**src/hdl/sigmoid_deriv.mem**
```
// sigmoid derivative, 8 fraction bits; entry n is z code n, read as signed with 1 fraction bit
040
03C
032
026
01B
012
00C
007
005
003
002
001
001
000
000
000
000
000
000
000
001
001
002
003
005
007
00C
012
01B
026
032
03C

```
**src/hdl/backprop_pkg.sv**
```systemverilog
`default_nettype none

package backprop_pkg;

    localparam int ep_in_len  = 5;  // input deltas, weight rows
    localparam int ep_out_len = 4;  // output deltas, weight columns, z lanes
    localparam int delta_w    = 8;
    localparam int weight_w   = 8;
    localparam int frac_w     = 4;  // fraction bits of deltas and weights
    localparam int z_w        = 5;  // 32-entry derivative table
    localparam int act_w      = 9;
    localparam int act_frac_w = 8;
    localparam int ep_latency = 11; // accepted start to valid

    localparam int row_cnt_w  = $clog2(ep_in_len);
    localparam int acc_w      = delta_w + weight_w + $clog2(ep_in_len); // 5 summed products
    localparam int scale_w    = delta_w + act_w + 1;                    // delta times unsigned deriv
    localparam int sc_lanes   = 2;                                      // scaler lanes per cycle

    localparam string deriv_file = "/design/src/hdl/sigmoid_deriv.mem";

    typedef logic signed [delta_w-1:0]  delta_t;
    typedef logic signed [weight_w-1:0] weight_t;
    typedef logic        [z_w-1:0]      z_t;
    typedef logic        [act_w-1:0]    act_t;

    localparam delta_t delta_max = delta_t'(2**(delta_w-1) - 1);
    localparam delta_t delta_min = delta_t'(-(2**(delta_w-1)));

    typedef struct packed { delta_t [ep_in_len-1:0] lane; }       delta_in_vec_t;
    typedef struct packed { delta_t [ep_out_len-1:0] lane; }      delta_out_vec_t;
    typedef struct packed { weight_t [ep_out_len-1:0] lane; }     weight_row_t;
    typedef struct packed { weight_row_t [ep_in_len-1:0] row; }   weight_mat_t;
    typedef struct packed { z_t [ep_out_len-1:0] lane; }          z_vec_t;
    typedef struct packed { act_t [ep_out_len-1:0] lane; }        act_vec_t;

    typedef enum logic [1:0] {
        st_idle,
        st_mvm,   // matrix-vector product and table lookup running
        st_scale  // element-wise scaling running
    } ep_state_e;

endpackage

`default_nettype wire

```
**src/hdl/error_propagator.sv**
```systemverilog
`timescale 1ns/1ns
`default_nettype none

module error_propagator (
    input  logic                         clk,
    input  logic                         rst,
    input  logic                         start,
    input  backprop_pkg::delta_in_vec_t  delta_in,
    input  backprop_pkg::z_vec_t         z,
    input  backprop_pkg::weight_mat_t    w,
    output backprop_pkg::delta_out_vec_t delta_out,
    output logic                         valid,
    output logic                         error
);

    import backprop_pkg::*;

    ep_state_e      state;
    logic           inner_start;    // launches the MVM and the table lookup
    logic           scale_start;
    logic           scale_start_d;  // scaler on its last lane pair
    delta_in_vec_t  delta_q;
    z_vec_t         z_q;
    weight_mat_t    w_q;
    delta_out_vec_t mvm_result;
    logic           mvm_valid;
    logic           mvm_error;
    act_vec_t       deriv;
    logic           lut_ready;

    weight_delta_mvm u_mvm (
        .clk    (clk),
        .rst    (rst),
        .start  (inner_start),
        .delta  (delta_q),
        .w      (w_q),
        .result (mvm_result),
        .valid  (mvm_valid),
        .error  (mvm_error)
    );

    sigmoid_deriv_lut u_lut (
        .clk    (clk),
        .rst    (rst),
        .start  (inner_start),
        .z      (z_q),
        .deriv  (deriv),
        .ready  (lut_ready)
    );

    hadamard_scaler u_scaler (
        .clk    (clk),
        .rst    (rst),
        .start  (scale_start),
        .delta  (mvm_result),
        .deriv  (deriv),
        .result (delta_out),
        .valid  (valid)
    );

    always_ff @(posedge clk) begin
        if (rst) begin
            state         <= st_idle;
            inner_start   <= 1'b0;
            scale_start   <= 1'b0;
            scale_start_d <= 1'b0;
            error         <= 1'b0;
        end else begin
            inner_start   <= 1'b0;
            scale_start   <= 1'b0;
            scale_start_d <= scale_start;
            if (scale_start_d) error <= mvm_error;  // lands together with delta_out
            case (state)
                st_idle: begin
                    if (start) begin
                        state       <= st_mvm;
                        inner_start <= 1'b1;
                    end
                end
                st_mvm: begin
                    if (mvm_valid && lut_ready) begin
                        state       <= st_scale;
                        scale_start <= 1'b1;
                    end
                end
                st_scale: begin
                    if (valid) state <= st_idle;
                end
                default: state <= st_idle;
            endcase
        end
    end

    // a start while busy is dropped, so the operands stay put for the whole job
    always_ff @(posedge clk) begin
        if (state == st_idle && start) begin
            delta_q <= delta_in;
            z_q     <= z;
            w_q     <= w;
        end
    end

endmodule

`default_nettype wire

```
**src/hdl/hadamard_scaler.sv**
```systemverilog
`timescale 1ns/1ns
`default_nettype none

module hadamard_scaler (
    input  logic                         clk,
    input  logic                         rst,
    input  logic                         start,
    input  backprop_pkg::delta_out_vec_t delta,
    input  backprop_pkg::act_vec_t       deriv,
    output backprop_pkg::delta_out_vec_t result,
    output logic                         valid
);

    import backprop_pkg::*;

    logic                         pair;      // lane pair in the multipliers
    delta_t [sc_lanes-1:0]        delta_hi;  // upper lanes, used on the second cycle
    act_t   [sc_lanes-1:0]        deriv_hi;
    delta_t [sc_lanes-1:0]        lo_q;      // lanes 0-1 held until the upper pair is done
    delta_t [sc_lanes-1:0]        lane_res;

    for (genvar j = 0; j < sc_lanes; j++) begin : g_mul
        delta_t                    op_d;
        act_t                      op_a;
        logic signed [scale_w-1:0] scaled;

        assign op_d = pair ? delta_hi[j] : delta.lane[j];
        assign op_a = pair ? deriv_hi[j] : deriv.lane[j];
        // derivative is unsigned, so widen it with a zero sign bit
        assign scaled = (op_d * $signed({1'b0, op_a}) + scale_w'(1 << (act_frac_w - 1)))
                        >>> act_frac_w;
        assign lane_res[j] = scaled[delta_w-1:0];  // fits since |deriv| <= 0.25
    end

    always_ff @(posedge clk) begin
        if (rst) begin
            pair  <= 1'b0;
            valid <= 1'b0;
        end else begin
            pair  <= start;
            valid <= pair;
        end
    end

    always_ff @(posedge clk) begin
        if (start) begin
            delta_hi <= delta.lane[2*sc_lanes-1:sc_lanes];
            deriv_hi <= deriv.lane[2*sc_lanes-1:sc_lanes];
            lo_q     <= lane_res;
        end
        if (pair) begin
            result.lane[2*sc_lanes-1:sc_lanes] <= lane_res;
            result.lane[sc_lanes-1:0]          <= lo_q;
        end
    end

endmodule

`default_nettype wire

```
**src/hdl/sigmoid_deriv_lut.sv**
```systemverilog
`timescale 1ns/1ns
`default_nettype none

module sigmoid_deriv_lut (
    input  logic                  clk,
    input  logic                  rst,
    input  logic                  start,
    input  backprop_pkg::z_vec_t  z,
    output backprop_pkg::act_vec_t deriv,
    output logic                  ready
);

    import backprop_pkg::*;

    act_t   rom [2**z_w];
    z_vec_t addr;  // address register in front of the ROM
    logic   rd;

    initial $readmemh(deriv_file, rom);

    always_ff @(posedge clk) begin
        if (rst) begin
            rd    <= 1'b0;
            ready <= 1'b0;
        end else begin
            rd <= start;
            if (start) begin
                ready <= 1'b0;  // old entries no longer match
            end else if (rd) begin
                ready <= 1'b1;
            end
        end
    end

    always_ff @(posedge clk) begin
        if (start) addr <= z;
        if (rd) begin
            for (int j = 0; j < ep_out_len; j++) begin
                deriv.lane[j] <= rom[addr.lane[j]];
            end
        end
    end

endmodule

`default_nettype wire

```
**src/hdl/weight_delta_mvm.sv**
```systemverilog
`timescale 1ns/1ns
`default_nettype none

module weight_delta_mvm (
    input  logic                        clk,
    input  logic                        rst,
    input  logic                        start,
    input  backprop_pkg::delta_in_vec_t delta,
    input  backprop_pkg::weight_mat_t   w,
    output backprop_pkg::delta_out_vec_t result,
    output logic                        valid,
    output logic                        error
);

    import backprop_pkg::*;

    logic [row_cnt_w-1:0]                 row_idx;  // weight row and delta being summed
    logic                                 run;
    logic                                 fin;      // accumulators complete
    logic signed [acc_w-1:0]              acc  [ep_out_len];
    logic signed [weight_w+delta_w-1:0]   prod [ep_out_len];
    logic signed [acc_w-1:0]              rnd  [ep_out_len];
    delta_out_vec_t                       sat;
    logic [ep_out_len-1:0]                ovf;

    always_ff @(posedge clk) begin
        if (rst) begin
            run     <= 1'b0;
            fin     <= 1'b0;
            row_idx <= '0;
        end else begin
            fin <= 1'b0;
            if (start) begin
                run     <= 1'b1;
                row_idx <= '0;
            end else if (run) begin
                row_idx <= row_idx + row_cnt_w'(1);
                if (row_idx == row_cnt_w'(ep_in_len - 1)) begin
                    run <= 1'b0;
                    fin <= 1'b1;
                end
            end
        end
    end

    // column j of the transposed product takes w[r][j] * delta[r]
    always_comb begin
        for (int j = 0; j < ep_out_len; j++) begin
            prod[j] = w.row[row_idx].lane[j] * delta.lane[row_idx];
        end
    end

    always_ff @(posedge clk) begin
        for (int j = 0; j < ep_out_len; j++) begin
            if (start) begin
                acc[j] <= '0;
            end else if (run) begin
                acc[j] <= acc[j] + prod[j];
            end
        end
    end

    always_comb begin
        for (int j = 0; j < ep_out_len; j++) begin
            rnd[j] = (acc[j] + acc_w'(1 << (frac_w - 1))) >>> frac_w; // round half up
            ovf[j] = 1'b1;
            if (rnd[j] > delta_max) begin
                sat.lane[j] = delta_max;
            end else if (rnd[j] < delta_min) begin
                sat.lane[j] = delta_min;
            end else begin
                sat.lane[j] = rnd[j][delta_w-1:0];
                ovf[j]      = 1'b0;
            end
        end
    end

    always_ff @(posedge clk) begin
        if (rst) begin
            valid <= 1'b0;
            error <= 1'b0;
        end else begin
            valid <= fin;
            if (fin) error <= |ovf;  // held until the next result
        end
    end

    always_ff @(posedge clk) begin
        if (fin) result <= sat;
    end

endmodule

`default_nettype wire

```
**config.mk**
```make
export PLATFORM = sky130hd
export DESIGN_NAME = error_propagator
export DESIGN_NICKNAME = d
export VERILOG_FILES = /design/src/hdl/backprop_pkg.sv /design/src/hdl/error_propagator.sv /design/src/hdl/hadamard_scaler.sv /design/src/hdl/sigmoid_deriv_lut.sv /design/src/hdl/weight_delta_mvm.sv
export SDC_FILE = /design/constraint.sdc
export NUM_CORES = 1
export LEC_CHECK = 0
export BUFFER_PORTS_ARGS = -buffer_cell sky130_fd_sc_hd__buf_2
export CORE_MARGIN = 1
export CORE_UTILIZATION = 50
export CTS_CLUSTER_DIAMETER = 30
export DETAILED_ROUTE_END_ITERATION = 16
export GPL_ROUTABILITY_DRIVEN = 0
export PLACE_DENSITY_LB_ADDON = 0.25
export SYNTH_ARGS = -nofsm -noshare
export SYNTH_HDL_FRONTEND = slang
export SYNTH_SLANG_ARGS = --single-unit
```
**constraint.sdc**
```tcl
create_clock -name clk -period 34.2 [get_ports clk]
set_clock_uncertainty 0.1 [all_clocks]
set_input_delay 6.84 -clock clk [delete_from_list [all_inputs] [get_ports clk]]
set_output_delay 6.84 -clock clk [all_outputs]
set_load 0.005 [all_outputs]
```
==> summary.log <==
[logic_synthesis] number of enable-type register cells in the synthesized netlist 276
[logic_synthesis] netlist area before placement 0.0255 mm^2
[logic_synthesis] parity-gate share of the synthesized area counting xor and xnor cells 2.23%
[clocking] post-CTS setup buffers 0
[timing] final count of negative-setup-slack endpoints 0
[place] cell total after placement 3,126
[routing] sum of routed wire length over all layers 61.8 mm
[logic_synthesis] Compound-Gate Fraction of Synth Area 5.90%
[layout] area overhead of the layout relative to synthesis 17.1%
[min_path] startpoint of the most critical hold path scale_start
[routing] detailed-route via count 17,400
[worst_setup_path] CP Class flip-flop to flip-flop
[worst_setup_path] startpoint class of the critical path flip-flop
[global_route] aggregate global routing overflow 0
[clocking] clock root buffer sky130_fd_sc_hd__clkbuf_16
[place] PortBufs 204
[logic_synthesis] main combinational cell family by area after synthesis adder cells
[routing] antenna-violating nets left 0
[logic_synthesis] Synth Register Bits 292
[die] floorplan row count 82
[logic_synthesis] FFs w/ async S/R, synth 0%
[logic_synthesis] share of synthesized area occupied by flip-flops and latches 33.8%
[layout] non-filler instance count after layout 3,269
[place] Detail Placement HPWL 46.5 mm
[clocking] hold buffers post-CTS 0
[clocking] CTS buffer count 75
[global_route] initial antenna violation count 12
[worst_setup_path] maximum net fanout on the critical path 46
[logic_synthesis] post-synthesis share of cell area spent on full adders, half adders and majority gates 35.3%
[routing] average wire length per cell after detail routing 18.9 um
[worst_setup_path] Worst Setup End Kind flip-flop
[clocking] clock transition at the registers of the reported paths 0.05 ns
[clocking] total number of clock tree sinks 292
[global_route] Total Routing Usage GR 24.9%
[logic_synthesis] warning count from the yosys run 0
[logic_synthesis] number of distinct library cells after synthesis 65
[worst_setup_path] arrival time of data at the critical path endpoint 8.77 ns
[timing] minimum clock period 8.57 ns
[timing] highest clock frequency the design can meet 117 MHz
[logic_synthesis] fraction of synthesized area in multiplexers 3.92%
[worst_setup_path] Critical Path Source u_mvm.row_idx[2]
[die] number of primary I/O pins 257
[timing] portion of the clock cycle consumed by the worst path in the final layout 25.1%
[timing] max_slew headroom 20.7%
[die] Placeable Area 0.0503 mm^2
[worst_setup_path] sequence of cells on the critical path buf_4 > inv_1 > buf_4 > nor3_2 > buf_4 > a22o_1 > buf_4 > clkinv_1 > nor2_1 > fa_1 > fa_1 > fa_1 > inv_1 > fa_1 > inv_1 > ha_1 > ha_1 > and3_1 > a21oi_1 > nand3b_1 > a2111oi_0 > or3_1 > a21oi_1
[timing] RSZ-0062 raised after global routing no
[min_path] Worst Hold Class flip-flop to flip-flop
[outcome] result of the run finished clean
[layout] net total in the final layout 3,272
[die] floorplan die width 228 um
[timing] number of failing hold endpoints at the final stage 0
[global_route] pin count of the biggest net entering global routing 178
[logic_synthesis] post-synthesis average cell area 11.2 um^2
[worst_setup_path] worst r2r src u_mvm.row_idx[2]
[routing] number of violations reported at the end of detailed-routing iteration 0 1,274
[layout] fill count 4,107
[logic_synthesis] area fraction in and, or, nand and nor cells after synthesis 11.4%
[clocking] clock latency of the later-clocked register in the worst-skew pair 0.61 ns
[layout] proportion of layout cells with a drive suffix above 1 16.8%
[timing] slew at the pin closest to its max-slew limit 1.18 ns
[place] Placed Instance Area 0.0273 mm^2
[worst_setup_path] worst reg2reg setup slack 25.63 ns
[flow_run] max-cap violations 0
[timing] final setup margin 25.63 ns
[logic_synthesis] Primary FF master, synth sky130_fd_sc_hd__edfxtp_1
[routing] detailed-route DRC error count 0
[worst_setup_path] endpoint required time on the critical path 34.39 ns
[routing] drt via density 5.33
[timing] TNS Setup 0 ns
[clocking] TritonCTS clock tree built
[die] height of the chip 228 um
[worst_setup_path] Critical Path Max Stage Delay 1.09 ns
[worst_setup_path] slowest CP cell sky130_fd_sc_hd__nor2_1
[place] worst slack at placement 25.66 ns
[routing] length of the first detailed-routing pass in iterations 5
[global_route] wire length of the first global-routing pass 100 mm
[timing] Slew Viols, Final 0
[clocking] # resized after CTS 0
[layout] total non-filler cell area in the finished layout 0.0299 mm^2
[clocking] CTS HTree Levels 3
[global_route] number of global-route vias before repair 18,800
[clocking] number of buffers on the longest clock path 3
[logic_synthesis] gate count after technology mapping 2,280
[die] initial core utilization 50.7%
[die] floorplan die area 0.0519 mm^2
-- layout by cell type, fill, tap and decap left out, types with 7 or more instances in the layout --
cell	Yosys	final
sky130_fd_sc_hd__a211oi_1	8	8
sky130_fd_sc_hd__a21oi_1	60	60
sky130_fd_sc_hd__a22oi_1	15	11
sky130_fd_sc_hd__a31oi_1	10	10
sky130_fd_sc_hd__and2_1	27	27
sky130_fd_sc_hd__and3_1	12	12
sky130_fd_sc_hd__buf_2	16	204
sky130_fd_sc_hd__buf_4	32	30
sky130_fd_sc_hd__bufinv_16	0	9
sky130_fd_sc_hd__clkbuf_16	0	79
sky130_fd_sc_hd__clkinv_1	1	11
sky130_fd_sc_hd__clkinv_2	0	8
sky130_fd_sc_hd__conb_1	1	32
sky130_fd_sc_hd__dfxtp_1	16	13
sky130_fd_sc_hd__diode_2	0	10
sky130_fd_sc_hd__edfxtp_1	276	276
sky130_fd_sc_hd__fa_1	336	336
sky130_fd_sc_hd__ha_1	182	182
sky130_fd_sc_hd__inv_1	375	375
sky130_fd_sc_hd__inv_6	0	7
sky130_fd_sc_hd__mux2_2	26	26
sky130_fd_sc_hd__mux2i_1	30	30
sky130_fd_sc_hd__mux4_2	18	18
sky130_fd_sc_hd__nand2_1	129	129
sky130_fd_sc_hd__nand2b_1	22	21
sky130_fd_sc_hd__nand3_1	42	42
sky130_fd_sc_hd__nand4_1	9	9
sky130_fd_sc_hd__nor2_1	268	268
sky130_fd_sc_hd__nor2b_1	20	19
sky130_fd_sc_hd__nor3_1	42	41
sky130_fd_sc_hd__nor4_1	9	9
sky130_fd_sc_hd__o2111ai_1	7	7
sky130_fd_sc_hd__o211ai_1	7	7
sky130_fd_sc_hd__o21a_1	28	28
sky130_fd_sc_hd__o21ai_0	50	49
sky130_fd_sc_hd__or2_2	19	18
sky130_fd_sc_hd__xnor2_1	45	45
sky130_fd_sc_hd__xor2_1	20	20
-- flip-flops by register name, summed over array words and instances, names as in the netlist --
| register | cells |
|---|---|
| w_q | 160 |
| u_scaler.pair | 1 |
| error | 1 |
| u_mvm.valid | 1 |
| delta_q | 40 |
| u_scaler.valid | 1 |
| u_mvm.row_idx | 3 |
| u_lut.ready | 1 |
| scale_start | 1 |
| u_mvm.fin | 1 |
| u_mvm.run | 1 |
| inner_start | 1 |
| state | 2 |
| u_mvm.acc | 76 |
| u_lut.rd | 1 |
| u_mvm.error | 1 |
-- through the flow --
stage | util (%) | hold WS (ns)
after floorplan | - | 0.314
after global placement | 54.3 | 0.329
after detailed placement | 54.3 | 0.332
after CTS | 59.4 | 0.345
after global routing | 59.4 | 0.373
final | 59.4 | 0.344
-- synth_stat cells, types with 26 or more instances --
| library cell | number | area share [%] |
|---|---|---|
| sky130_fd_sc_hd__o21ai_0 | 50 | 0.98 |
| sky130_fd_sc_hd__and2_1 | 27 | 0.66 |
| sky130_fd_sc_hd__inv_1 | 375 | 5.5 |
| sky130_fd_sc_hd__o21a_1 | 28 | 0.82 |
| sky130_fd_sc_hd__nor3_1 | 42 | 0.82 |
| sky130_fd_sc_hd__ha_1 | 182 | 8.9 |
| sky130_fd_sc_hd__a21oi_1 | 60 | 1.2 |
| sky130_fd_sc_hd__nand2_1 | 129 | 1.9 |
| sky130_fd_sc_hd__mux2i_1 | 30 | 1.2 |
| sky130_fd_sc_hd__fa_1 | 336 | 26 |
| sky130_fd_sc_hd__edfxtp_1 | 276 | 32 |
| sky130_fd_sc_hd__clkbuf_1 | 36 | 0.53 |
| sky130_fd_sc_hd__xnor2_1 | 45 | 1.5 |
| sky130_fd_sc_hd__nor2_1 | 268 | 3.9 |
| sky130_fd_sc_hd__buf_4 | 32 | 0.94 |
| sky130_fd_sc_hd__mux2_2 | 26 | 1.1 |
| sky130_fd_sc_hd__nand3_1 | 42 | 0.82 |
-- critical path: cells and delay by family, from the launching register on --
kind / cells / cell delay [ns]
adder cells (fa/ha/maj): 6 / 2.74
buffers and inverters: 8 / 2.27
AND/OR/NAND/NOR: 5 / 1.80
AO/OA/AOI/OAI: 4 / 1.00
flip-flops: 1 / 0.31
-- layout make-up --
| cell class | count | area, um^2 | area share [%] |
|---|---|---|---|
| antenna | 10 | 25.0 | 0.0838 |
| clock buffer | 85 | 2000 | 6.69 |
| clock inverter | 48 | 554 | 1.86 |
| inverter | 376 | 1410 | 4.72 |
| multi-input combinational | 1551 | 15200 | 50.7 |
| sequential | 292 | 8620 | 28.8 |
| tap | 672 | 841 | 2.81 |
| timing repair buffer | 235 | 1270 | 4.24 |
-- worst paths after layout --
kind	end	cells after the start
worst max-delay path	u_mvm.acc[1][36]	23
worst min-delay path	u_scaler.pair	1
worst max register to register	u_mvm.acc[1][36]	23
worst min register to register	u_scaler.pair	1
-- layer usage --
metal  up-vias  GRT usage (%)  share of wire, %
li1       8026              -                 -
met3       133           5.29               6.3
met1      8707           31.8                41
met5         -              0             0.068
met2       560           41.2                49
met4         6           10.5               3.8
-- logic make-up (layout without fill, tap and decap cells) --
family / Yosys count / after routing
AOI/OAI and AO/OA: 231 / 231
xor gates and xnor gates: 65 / 65
adders and majority gates: 518 / 518
buffers and inverters: 468 / 744
DFF: 292 / 292
muxes: 74 / 74
other: 1 / 42
and+or+nand+nor: 631 / 631
Power is left out: the tool's default activity adds up to more than one toggle a clock period on the data nets, which glitch-free logic cannot reach.
